===== src/isa_pkg.sv =====
/*
 * Instruction-set definitions for the 16-bit code word: field widths,
 * instruction classes, ALU opcodes and the decoded-instruction struct.
 */
package isa_pkg;

   localparam int code_w     = 16;
   localparam int reg_addr_w = 4;
   localparam int imm_w      = 8;
   localparam int tgt_w      = 8;   // full jump target, pc may use fewer bits

   // top nibble of the code; any code with bit 15 clear is alu_class
   typedef enum logic [2:0] {
      alu_class = 3'd0,
      jz        = 3'd1,   // 1000
      jnz       = 3'd2,   // 1001
      loadi     = 3'd3,   // 1010
      jnc       = 3'd4,   // 1011
      jc        = 3'd5,   // 1100
      stop      = 3'd6,   // 1111
      nop       = 3'd7    // reserved patterns
   } class_e;

   // code bits 14:12 for ALU instructions
   typedef enum logic [2:0] {
      op_sll  = 3'b000,
      op_srl  = 3'b001,
      op_add  = 3'b010,
      op_sub  = 3'b011,
      op_and  = 3'b100,
      op_xnor = 3'b101
   } alu_op_e;

   typedef struct packed {
      class_e                cls;
      alu_op_e               op;
      logic [reg_addr_w-1:0] dest;
      logic [reg_addr_w-1:0] src_a;
      logic [reg_addr_w-1:0] src_b;
      logic [imm_w-1:0]      imm;
      logic [tgt_w-1:0]      target;
   } decoded_t;

endpackage


===== src/core_pkg.sv =====
/*
 * Micro-architecture definitions: sequencer states and the result
 * structs passed between ALU, branch unit, sequencer and register file.
 */
package core_pkg;

   localparam int word_w = 32;   // widest supported data path

   typedef enum logic [1:0] {
      s_req     = 2'd0,
      s_release = 2'd1,
      s_exec    = 2'd2,
      s_halt    = 2'd3
   } seq_state_e;

   typedef struct packed {
      logic [word_w-1:0] data;
      logic              carry;   // add/sub only
   } alu_res_t;

   typedef struct packed {
      logic                     take;
      logic [isa_pkg::tgt_w-1:0] target;
   } br_res_t;

   typedef struct packed {
      logic                          we;
      logic [isa_pkg::reg_addr_w-1:0] addr;
      logic [word_w-1:0]             data;
   } wb_t;

endpackage


===== src/instr_decoder.sv =====
/*
 * Instruction decoder. Classifies the top nibble of the code word and
 * extracts opcode, register fields, immediate and split jump target.
 */
`timescale 1ns/100ps

module instr_decoder (
   input  logic [isa_pkg::code_w-1:0] code,
   output isa_pkg::decoded_t          dec
);
   import isa_pkg::*;

   logic op_legal;

   assign op_legal = (code[14:12] <= 3'b101);   // 110 and 111 reserved

   always_comb begin
      dec = '0;

      casez (code[15:12])
         4'b0???: dec.cls = op_legal ? alu_class : nop;
         4'b1000: dec.cls = jz;
         4'b1001: dec.cls = jnz;
         4'b1010: dec.cls = loadi;
         4'b1011: dec.cls = jnc;
         4'b1100: dec.cls = jc;
         4'b1111: dec.cls = stop;
         default: dec.cls = nop;   // 1101, 1110
      endcase

      if (op_legal) begin
         dec.op = alu_op_e'(code[14:12]);
      end else begin
         dec.op = op_sll;
      end

      dec.dest   = code[11:8];
      dec.src_a  = code[7:4];   // also the register tested by jz/jnz
      dec.src_b  = code[3:0];
      dec.imm    = code[7:0];
      dec.target = {code[11:8], code[3:0]};
   end

   // unknown code bits must not turn into an undefined class
   always_comb begin
      assert final (!$isunknown(dec.cls))
         else $error("instr_decoder: class unknown for code %h", code);
   end

endmodule


===== src/reg_file.sv =====
/*
 * Register file, sixteen words with two combinational read ports and
 * one write port fed by the sequencer write-back.
 */
`timescale 1ns/100ps

module reg_file #(
   parameter int data_w = 32
) (
   input  logic                          clk,
   input  logic                          arst_n,
   input  logic [isa_pkg::reg_addr_w-1:0] addr_a,
   input  logic [isa_pkg::reg_addr_w-1:0] addr_b,
   output logic [data_w-1:0]             rd_a,
   output logic [data_w-1:0]             rd_b,
   input  core_pkg::wb_t                 wb
);
   import isa_pkg::*;

   localparam int n_regs = 1 << reg_addr_w;

   logic [data_w-1:0] regs [n_regs];

   always_ff @(posedge clk or negedge arst_n) begin
      if (!arst_n) begin
         regs <= '{default: '0};
      end else if (wb.we) begin
         regs[wb.addr] <= wb.data[data_w-1:0];
      end
   end

   assign rd_a = regs[addr_a];
   assign rd_b = regs[addr_b];

   // write-back from the sequencer must name a real register
   a_wb_addr_known: assert property (
      @(posedge clk) disable iff (!arst_n)
      wb.we |-> !$isunknown(wb.addr)
   ) else $error("reg_file: write with unknown address");

endmodule


===== src/alu.sv =====
/*
 * ALU: logical shifts, add and subtract with carry-out, AND and XNOR.
 * Subtract inverts b and adds one, so carry set means no borrow.
 */
`timescale 1ns/100ps

module alu #(
   parameter int data_w = 32
) (
   input  logic [data_w-1:0] a,
   input  logic [data_w-1:0] b,
   input  isa_pkg::alu_op_e  op,
   output core_pkg::alu_res_t res
);
   import isa_pkg::*;
   import core_pkg::*;

   logic              sub;
   logic [data_w-1:0] b_eff;
   logic [data_w:0]   sum;    // extra bit is the carry
   logic [data_w-1:0] y;

   assign sub   = (op == op_sub);
   assign b_eff = sub ? ~b : b;
   assign sum   = {1'b0, a} + {1'b0, b_eff} + sub;

   always_comb begin
      y = '0;
      case (op)
         op_sll:  y = a << b[4:0];
         op_srl:  y = a >> b[4:0];
         op_add,
         op_sub:  y = sum[data_w-1:0];
         op_and:  y = a & b;
         op_xnor: y = ~(a ^ b);
         default: y = '0;
      endcase
   end

   assign res.data  = word_w'(y);
   assign res.carry = sum[data_w];

endmodule


===== src/branch_unit.sv =====
/*
 * Branch unit. Tests operand a for zero, holds the carry flag from the
 * last add or subtract and decides whether a jump is taken.
 */
`timescale 1ns/100ps

module branch_unit #(
   parameter int data_w = 32
) (
   input  logic              clk,
   input  logic              arst_n,
   input  logic [data_w-1:0] a,
   input  isa_pkg::decoded_t dec,
   input  logic              alu_carry,
   input  logic              exec,
   output core_pkg::br_res_t br
);
   import isa_pkg::*;

   logic carry_q;
   logic a_zero;
   logic arith;

   assign a_zero = (a == '0);
   assign arith  = (dec.cls == alu_class) && (dec.op inside {op_add, op_sub});

   // flag only moves on add/sub
   always_ff @(posedge clk or negedge arst_n) begin
      if (!arst_n) begin
         carry_q <= 1'b0;
      end else if (exec && arith) begin
         carry_q <= alu_carry;
      end
   end

   always_comb begin
      case (dec.cls)
         jz:      br.take = a_zero;
         jnz:     br.take = !a_zero;
         jc:      br.take = carry_q;
         jnc:     br.take = !carry_q;
         default: br.take = 1'b0;
      endcase
      br.target = dec.target;
   end

   // jump decision rests on a known operand and flag
   a_take_known: assert property (
      @(posedge clk) disable iff (!arst_n)
      exec |-> !$isunknown(br.take)
   ) else $error("branch_unit: jump decision unknown during execute");

endmodule


===== src/sequencer.sv =====
/*
 * Sequencer. Runs the four-phase fetch with the instruction memory,
 * holds the code word and pc, builds the write-back and stops on STOP.
 */
`timescale 1ns/100ps

module sequencer #(
   parameter int data_w = 32,
   parameter int pc_w   = 8
) (
   input  logic                       clk,
   input  logic                       arst_n,
   output logic                       fetch_req,
   output logic [pc_w-1:0]            fetch_pc,
   input  logic [isa_pkg::code_w-1:0] fetch_code,
   input  logic                       fetch_ack,
   output logic [isa_pkg::code_w-1:0] code,
   input  isa_pkg::decoded_t          dec,
   input  core_pkg::alu_res_t         alu_res,
   input  core_pkg::br_res_t          br,
   output logic                       exec,
   output core_pkg::wb_t              wb,
   output logic                       halted
);
   import isa_pkg::*;
   import core_pkg::*;

   seq_state_e        state;
   logic [pc_w-1:0]   pc;
   logic [data_w-1:0] wb_word;
   logic              wb_we;

   always_ff @(posedge clk or negedge arst_n) begin
      if (!arst_n) begin
         state     <= s_req;
         fetch_req <= 1'b0;
         pc        <= '0;
         code      <= '0;
      end else begin
         case (state)
            s_req: begin
               if (!fetch_req) begin
                  fetch_req <= 1'b1;
               end else if (fetch_ack) begin
                  code      <= fetch_code;
                  fetch_req <= 1'b0;
                  state     <= s_release;
               end
            end
            s_release: if (!fetch_ack) state <= s_exec;   // wait for ack low
            s_exec: begin
               if (dec.cls == stop) begin
                  state <= s_halt;   // pc stays on the STOP
               end else begin
                  state <= s_req;
                  pc    <= br.take ? br.target[pc_w-1:0] : pc + 1'b1;
               end
            end
            default: state <= s_halt;   // only reset leaves here
         endcase
      end
   end

   assign fetch_pc = pc;
   assign exec     = (state == s_exec);
   assign halted   = (state == s_halt);

   always_comb begin
      wb_we   = 1'b0;
      wb_word = '0;
      if (exec) begin
         case (dec.cls)
            alu_class: begin
               wb_we   = 1'b1;
               wb_word = alu_res.data[data_w-1:0];
            end
            loadi: begin
               wb_we   = 1'b1;
               wb_word = data_w'(dec.imm);   // zero-extended
            end
            default: wb_we = 1'b0;
         endcase
      end
      wb.we   = wb_we;
      wb.addr = dec.dest;
      wb.data = word_w'(wb_word);
   end

   // a new request waits until the previous ack has gone
   a_no_req_over_ack: assert property (
      @(posedge clk) disable iff (!arst_n)
      fetch_ack && !fetch_req |=> !fetch_req
   ) else $error("sequencer: fetch_req raised while fetch_ack high");

   a_pc_stable: assert property (
      @(posedge clk) disable iff (!arst_n)
      fetch_req |=> $stable(fetch_pc)
   ) else $error("sequencer: fetch_pc moved during a request");

endmodule


===== src/cpu_core.sv =====
/*
 * CPU core top level. Connects decoder, register file, ALU, branch
 * unit and sequencer; one instruction in flight at a time.
 */
`timescale 1ns/100ps

module cpu_core #(
   parameter int data_w = 32,
   parameter int pc_w   = 8
) (
   input  logic                           clk,
   input  logic                           arst_n,
   output logic                           fetch_req,
   output logic [pc_w-1:0]                fetch_pc,
   input  logic [isa_pkg::code_w-1:0]     fetch_code,
   input  logic                           fetch_ack,
   output logic                           wb_valid,
   output logic [isa_pkg::reg_addr_w-1:0] wb_addr,
   output logic [data_w-1:0]              wb_data,
   output logic                           halted
);
   import isa_pkg::*;
   import core_pkg::*;

   logic [code_w-1:0] code;
   decoded_t          dec;
   logic [data_w-1:0] rd_a;
   logic [data_w-1:0] rd_b;
   alu_res_t          alu_res;
   br_res_t           br;
   wb_t               wb;
   logic              exec;

   instr_decoder u_dec (
      .code (code),
      .dec  (dec)
   );

   reg_file #(.data_w(data_w)) u_rf (
      .clk    (clk),
      .arst_n (arst_n),
      .addr_a (dec.src_a),
      .addr_b (dec.src_b),
      .rd_a   (rd_a),
      .rd_b   (rd_b),
      .wb     (wb)
   );

   alu #(.data_w(data_w)) u_alu (
      .a   (rd_a),
      .b   (rd_b),
      .op  (dec.op),
      .res (alu_res)
   );

   branch_unit #(.data_w(data_w)) u_br (
      .clk       (clk),
      .arst_n    (arst_n),
      .a         (rd_a),
      .dec       (dec),
      .alu_carry (alu_res.carry),
      .exec      (exec),
      .br        (br)
   );

   sequencer #(.data_w(data_w), .pc_w(pc_w)) u_seq (
      .clk        (clk),
      .arst_n     (arst_n),
      .fetch_req  (fetch_req),
      .fetch_pc   (fetch_pc),
      .fetch_code (fetch_code),
      .fetch_ack  (fetch_ack),
      .code       (code),
      .dec        (dec),
      .alu_res    (alu_res),
      .br         (br),
      .exec       (exec),
      .wb         (wb),
      .halted     (halted)
   );

   // observation of the committed write-back
   assign wb_valid = wb.we;
   assign wb_addr  = wb.addr;
   assign wb_data  = wb.data[data_w-1:0];

endmodule


===== config.mk =====
export PLATFORM = sky130hd
export DESIGN_NAME = cpu_core
export DESIGN_NICKNAME = d
export VERILOG_FILES = /design/src/isa_pkg.sv /design/src/core_pkg.sv /design/src/instr_decoder.sv /design/src/reg_file.sv /design/src/alu.sv /design/src/branch_unit.sv /design/src/sequencer.sv /design/src/cpu_core.sv
export SDC_FILE = /design/constraint.sdc
export NUM_CORES = 2
export LEC_CHECK = 0
export BUFFER_PORTS_ARGS = -buffer_cell sky130_fd_sc_hd__buf_2
export CAP_MARGIN = 25
export CORE_ASPECT_RATIO = 0.8
export CORE_UTILIZATION = 35
export CTS_CLUSTER_SIZE = 25
export DETAILED_ROUTE_END_ITERATION = 16
export GPL_ROUTABILITY_DRIVEN = 0
export PLACE_DENSITY = 0.56
export SLEW_MARGIN = 20
export SYNTH_ARGS = -nofsm -noshare
export SYNTH_HDL_FRONTEND = slang
export SYNTH_SLANG_ARGS = --single-unit

===== constraint.sdc =====
create_clock -name clk -period 14.2 [get_ports clk]
set_clock_uncertainty 0.15 [all_clocks]
set_input_delay 1.42 -clock clk [delete_from_list [all_inputs] [get_ports clk]]
set_output_delay 1.42 -clock clk [all_outputs]
set_load 0.01 [all_outputs]

==> results.txt <==
----------------------------------------------------
[Run status]
  Result of the run ... finished, final reports clean

[Clocking]
  Clock network latency to the later pin of the worst-skew pair ... 0.68 ns
  Number of hold-repair buffers added at the cts stage ... 0
  Cell at the root of the clock tree ... clkbuf_16
  Clock Sink Count ... 540
  Post-CTS Resized ... 0
  Clock Tree Buf Depth ... 3
  Register clock-pin slew on the reported worst setup and hold paths ... 0.06 ns
  CTS Buf Count ... 61
  Clock tree from TritonCTS ... yes
  CTS H-tree depth ... 2
  Setup bufs post-CTS ... 0

[Floorplanning]
  Die span in y ... 280.7 µm
  Row cnt ... 101
  Starting density of the core ... 35.56%
  Core Region ... 95540 µm²
  Top Ports ... 66
  Area enclosed by the die boundary ... 98320 µm²
  Die width ... 350.3 µm

[Critical path]
  Critical path cell sequence ... buf_4, buf_12, mux2i_1, mux2_2, inv_2, buf_4, mux2_4, fa_1, a21o_1, a21oi_1, nor3_1, o211ai_1, nand3_1, a211oi_1, o21ai_0, xor2_1, a2111o_1, buf_4, and2_1, buf_2
  End of the worst register-to-register path ... u_rf.regs[412]
  Kind of end point of the critical path ... output pin
  Launch point of the worst reg-to-reg path ... u_seq.code[0]
  Sum of buffers and inverters on the critical path ... 6
  Top cell by count, worst path ... buf_4
  Register-to-Register Path Depth ... 19
  CP required ... 12.63 ns
  Worst stage delay on the critical path ... 0.85 ns
  Cell with the largest stage delay on the worst path ... dfrtp_4
  Internal reg-to-reg setup slack ... 6.69 ns
  Critical path's top delay family ... buffers and inverters
  Arrival time reported for the critical path endpoint ... 7.98 ns
  Worst Path Max Fanout ... 67
  Launching element type of the critical path ... flip-flop
  Start-to-end type of the worst setup path ... reg -> out

[STA]
  Number of setup violations in the final report ... 0
  Slew Viols, Final ... 0
  Slew HR ... 30.54%
  Transition time of the tightest slew-check pin ... 1.038 ns
  Smallest hold slack ... 0.3458 ns
  Setup repair after global routing missed its margin ... false
  Sum Neg Setup Slack ... 0 ns
  Worst Setup Slack, final ... 4.651 ns
  Peak Freq ... 104.7 MHz
  Number of failing hold endpoints at the final stage ... 0
  Final Cycle Share ... 67.24%
  Time the worst path needs with I/O delays and setup ... 9.549 ns

[GRT]
  Number of antenna violations at the first check in global routing ... 2
  Number of global-route vias before repair ... 26100
  Remaining Overflow, GRT ... 0
  First-pass GRT wire length ... 181000 µm
  Largest net degree at the start of global routing ... 159
  GRT Overall Usage ... 24.78%

[Synthesis]
  Proportion of synthesized flip-flops having asynchronous set or reset ... 100.0%
  Distinct cells, synth ... 85
  Syn Inst Count ... 3035
  Sequential fraction of the synthesis area ... 39.78%
  Number of flops mapped to enable cells by yosys ... 0
  Syn nets ... 3120
  #FFs+latches synth ... 540
  Yosys warning count ... 0
  Most instantiated flip-flop cell in the synthesis netlist ... dfrtp_1
  Average size of a mapped cell ... 11.19 µm²
  Netlist area before placement ... 33970 µm²

[Final layout]
  Area growth from synthesis to layout ... 10.48%
  Share of layout cells above drive strength 1 ... 24.28%
  Commonest non-fill, non-tap cell in the layout ... dfrtp_1
  Final cell count without fillers ... 4328
  Total number of nets in the final design ... 3082
  Most used cells in the layout excluding fill and tap cells ... dfrtp_1, nand2_1, o21ai_0

[Route]
  Total length of routed wires ... 121900 µm
  Vias per Instance ... 6.234
  Detailed-router iteration count before antenna repair ... 8
  Routed wire length per instance ... 28.16 µm
  Post-DRT Antenna Nets ... 0
  Via total after detailed routing ... 26980
  Initial drt markers ... 3683
  # DRC ... 0

[Min path]
  Start point of the worst min-delay path ... u_rf.regs[417]
  Min-delay worst type ... reg -> reg
  End of the worst hold path ... u_rf.regs[417]
  Hold path cells ... 2

[Power and ir drop]
  Largest vdd supply drop ... 0.08836 mV
  Post-layout total power ... 3.165 mW
  Total power per unit cell area ... 84.33 nW/µm²
  Reported leakage power ... 16.36 nW

[Flow run]
  Max-cap viol count ... 0

[Placement]
  Hpwl dp ... 80660 µm
  Placed insts ... 4219
  Setup Slack @ Placement ... 5.468 ns
  Port bufs ... 65

----------------------------------------------------
-- flip-flops by register name, summed over array words and instances (netlist names) --
signal	cells
u_seq.code	16
u_seq.fetch_pc	8
u_seq.fetch_req	1
u_rf.regs	512
u_seq.state	2
u_br.carry_q	1
-- power breakdown --
part	internal [mW]	switching [mW]	leakage (nW)
Combinational	0.00352	0.0309	7.88
Clock	0.915	0.676	0.967
Sequential	1.54	0	7.52
Total	2.46	0.707	16.4
-- per-stage QoR --
step           area (µm²)  util [%]
5_1_grt             37530     39.28
2_1_floorplan       33970         -
4_1_cts             37520     39.27
3_5_place_dp        35510     37.17
3_3_place_gp        35500     37.15
6_report            37530     39.28
-- worst max-delay path by stage --
stage	start	to	depth (start not counted)
2_1_floorplan	u_seq.code[0]	wb_data[28]	20
3_3_place_gp	u_seq.code[0]	wb_data[16]	19
3_5_place_dp	u_seq.code[0]	wb_data[16]	19
4_1_cts	u_seq.code[0]	wb_data[16]	19
5_1_grt	u_seq.code[0]	wb_data[28]	20
6_report	u_seq.code[0]	wb_data[28]	20
-- worst min-delay path, delay by kind of cell, from the launching register on --
family           cells  cell delay, ns
AO/OA/AOI/OAI        1            0.06
AND/OR/NAND/NOR      1            0.05
flip-flops           1            0.35
-- area by class of cell --
class,instances,area (µm²)
clock buffers,91,1769
inverters,40,150.1
diodes,1,2.502
fillers,9359,58010
repair buffers,158,1072
well taps,1287,1610
clock inverters,15,240.2
flip-flops and latches,540,13530
multi-input cells,2196,19150
-- synth_stat cells (9+ instances only) --
cell / number / area (µm²)
mux4_2: 283 / 6374
o21ai_2: 10 / 87.58
nor3_1: 9 / 45.04
mux2_2: 128 / 1441
and3_1: 11 / 68.82
nand3_1: 41 / 205.2
inv_1: 35 / 131.4
buf_2: 44 / 220.2
a22o_1: 115 / 1007
clkbuf_1: 144 / 540.5
nand2_1: 463 / 1738
xnor2_1: 40 / 350.3
a22oi_1: 77 / 578.1
o21ai_1: 47 / 235.2
a21oi_1: 67 / 335.3
buf_4: 17 / 127.6
dfrtp_1: 540 / 13510
o21ai_0: 292 / 1461
a31oi_1: 10 / 62.56
o221ai_1: 13 / 113.9
mux2i_1: 159 / 1592
xor2_1: 18 / 157.7
nor2b_1: 17 / 106.4
o211ai_1: 9 / 67.56
nor2_1: 98 / 367.9
ha_1: 65 / 813.3
nand4_1: 16 / 100.1
and2_1: 17 / 106.4
o22ai_1: 22 / 137.6
buf_6: 19 / 214.0
a32oi_1: 9 / 78.83
buf_1: 33 / 123.9
a21o_1: 27 / 202.7
nor4_1: 9 / 56.30
a211oi_1: 10 / 75.07
-- kinds of logic after synthesis --
group | after synthesis | synth area share [%]
AO/OA/AOI/OAI | 785 | 15.31
multiplexers | 574 | 27.88
XOR/XNOR | 58 | 1.495
buffers and inverters | 299 | 4.169
flip-flops | 540 | 39.78
adder cells (fa/ha/maj) | 66 | 2.453
AND/OR/NAND/NOR | 713 | 8.913
-- metal layers --
metal / share of wire, % / up-vias / global-route usage (%)
met2: 43 / 1532 / 35.82
met3: 10 / 260 / 5.831
met1: 43 / 13760 / 36.29
li1: - / 11430 / -
met5: 0.033 / - / 0
met4: 3.5 / 4 / 8.207
Power figures use the tool's default switching activity.
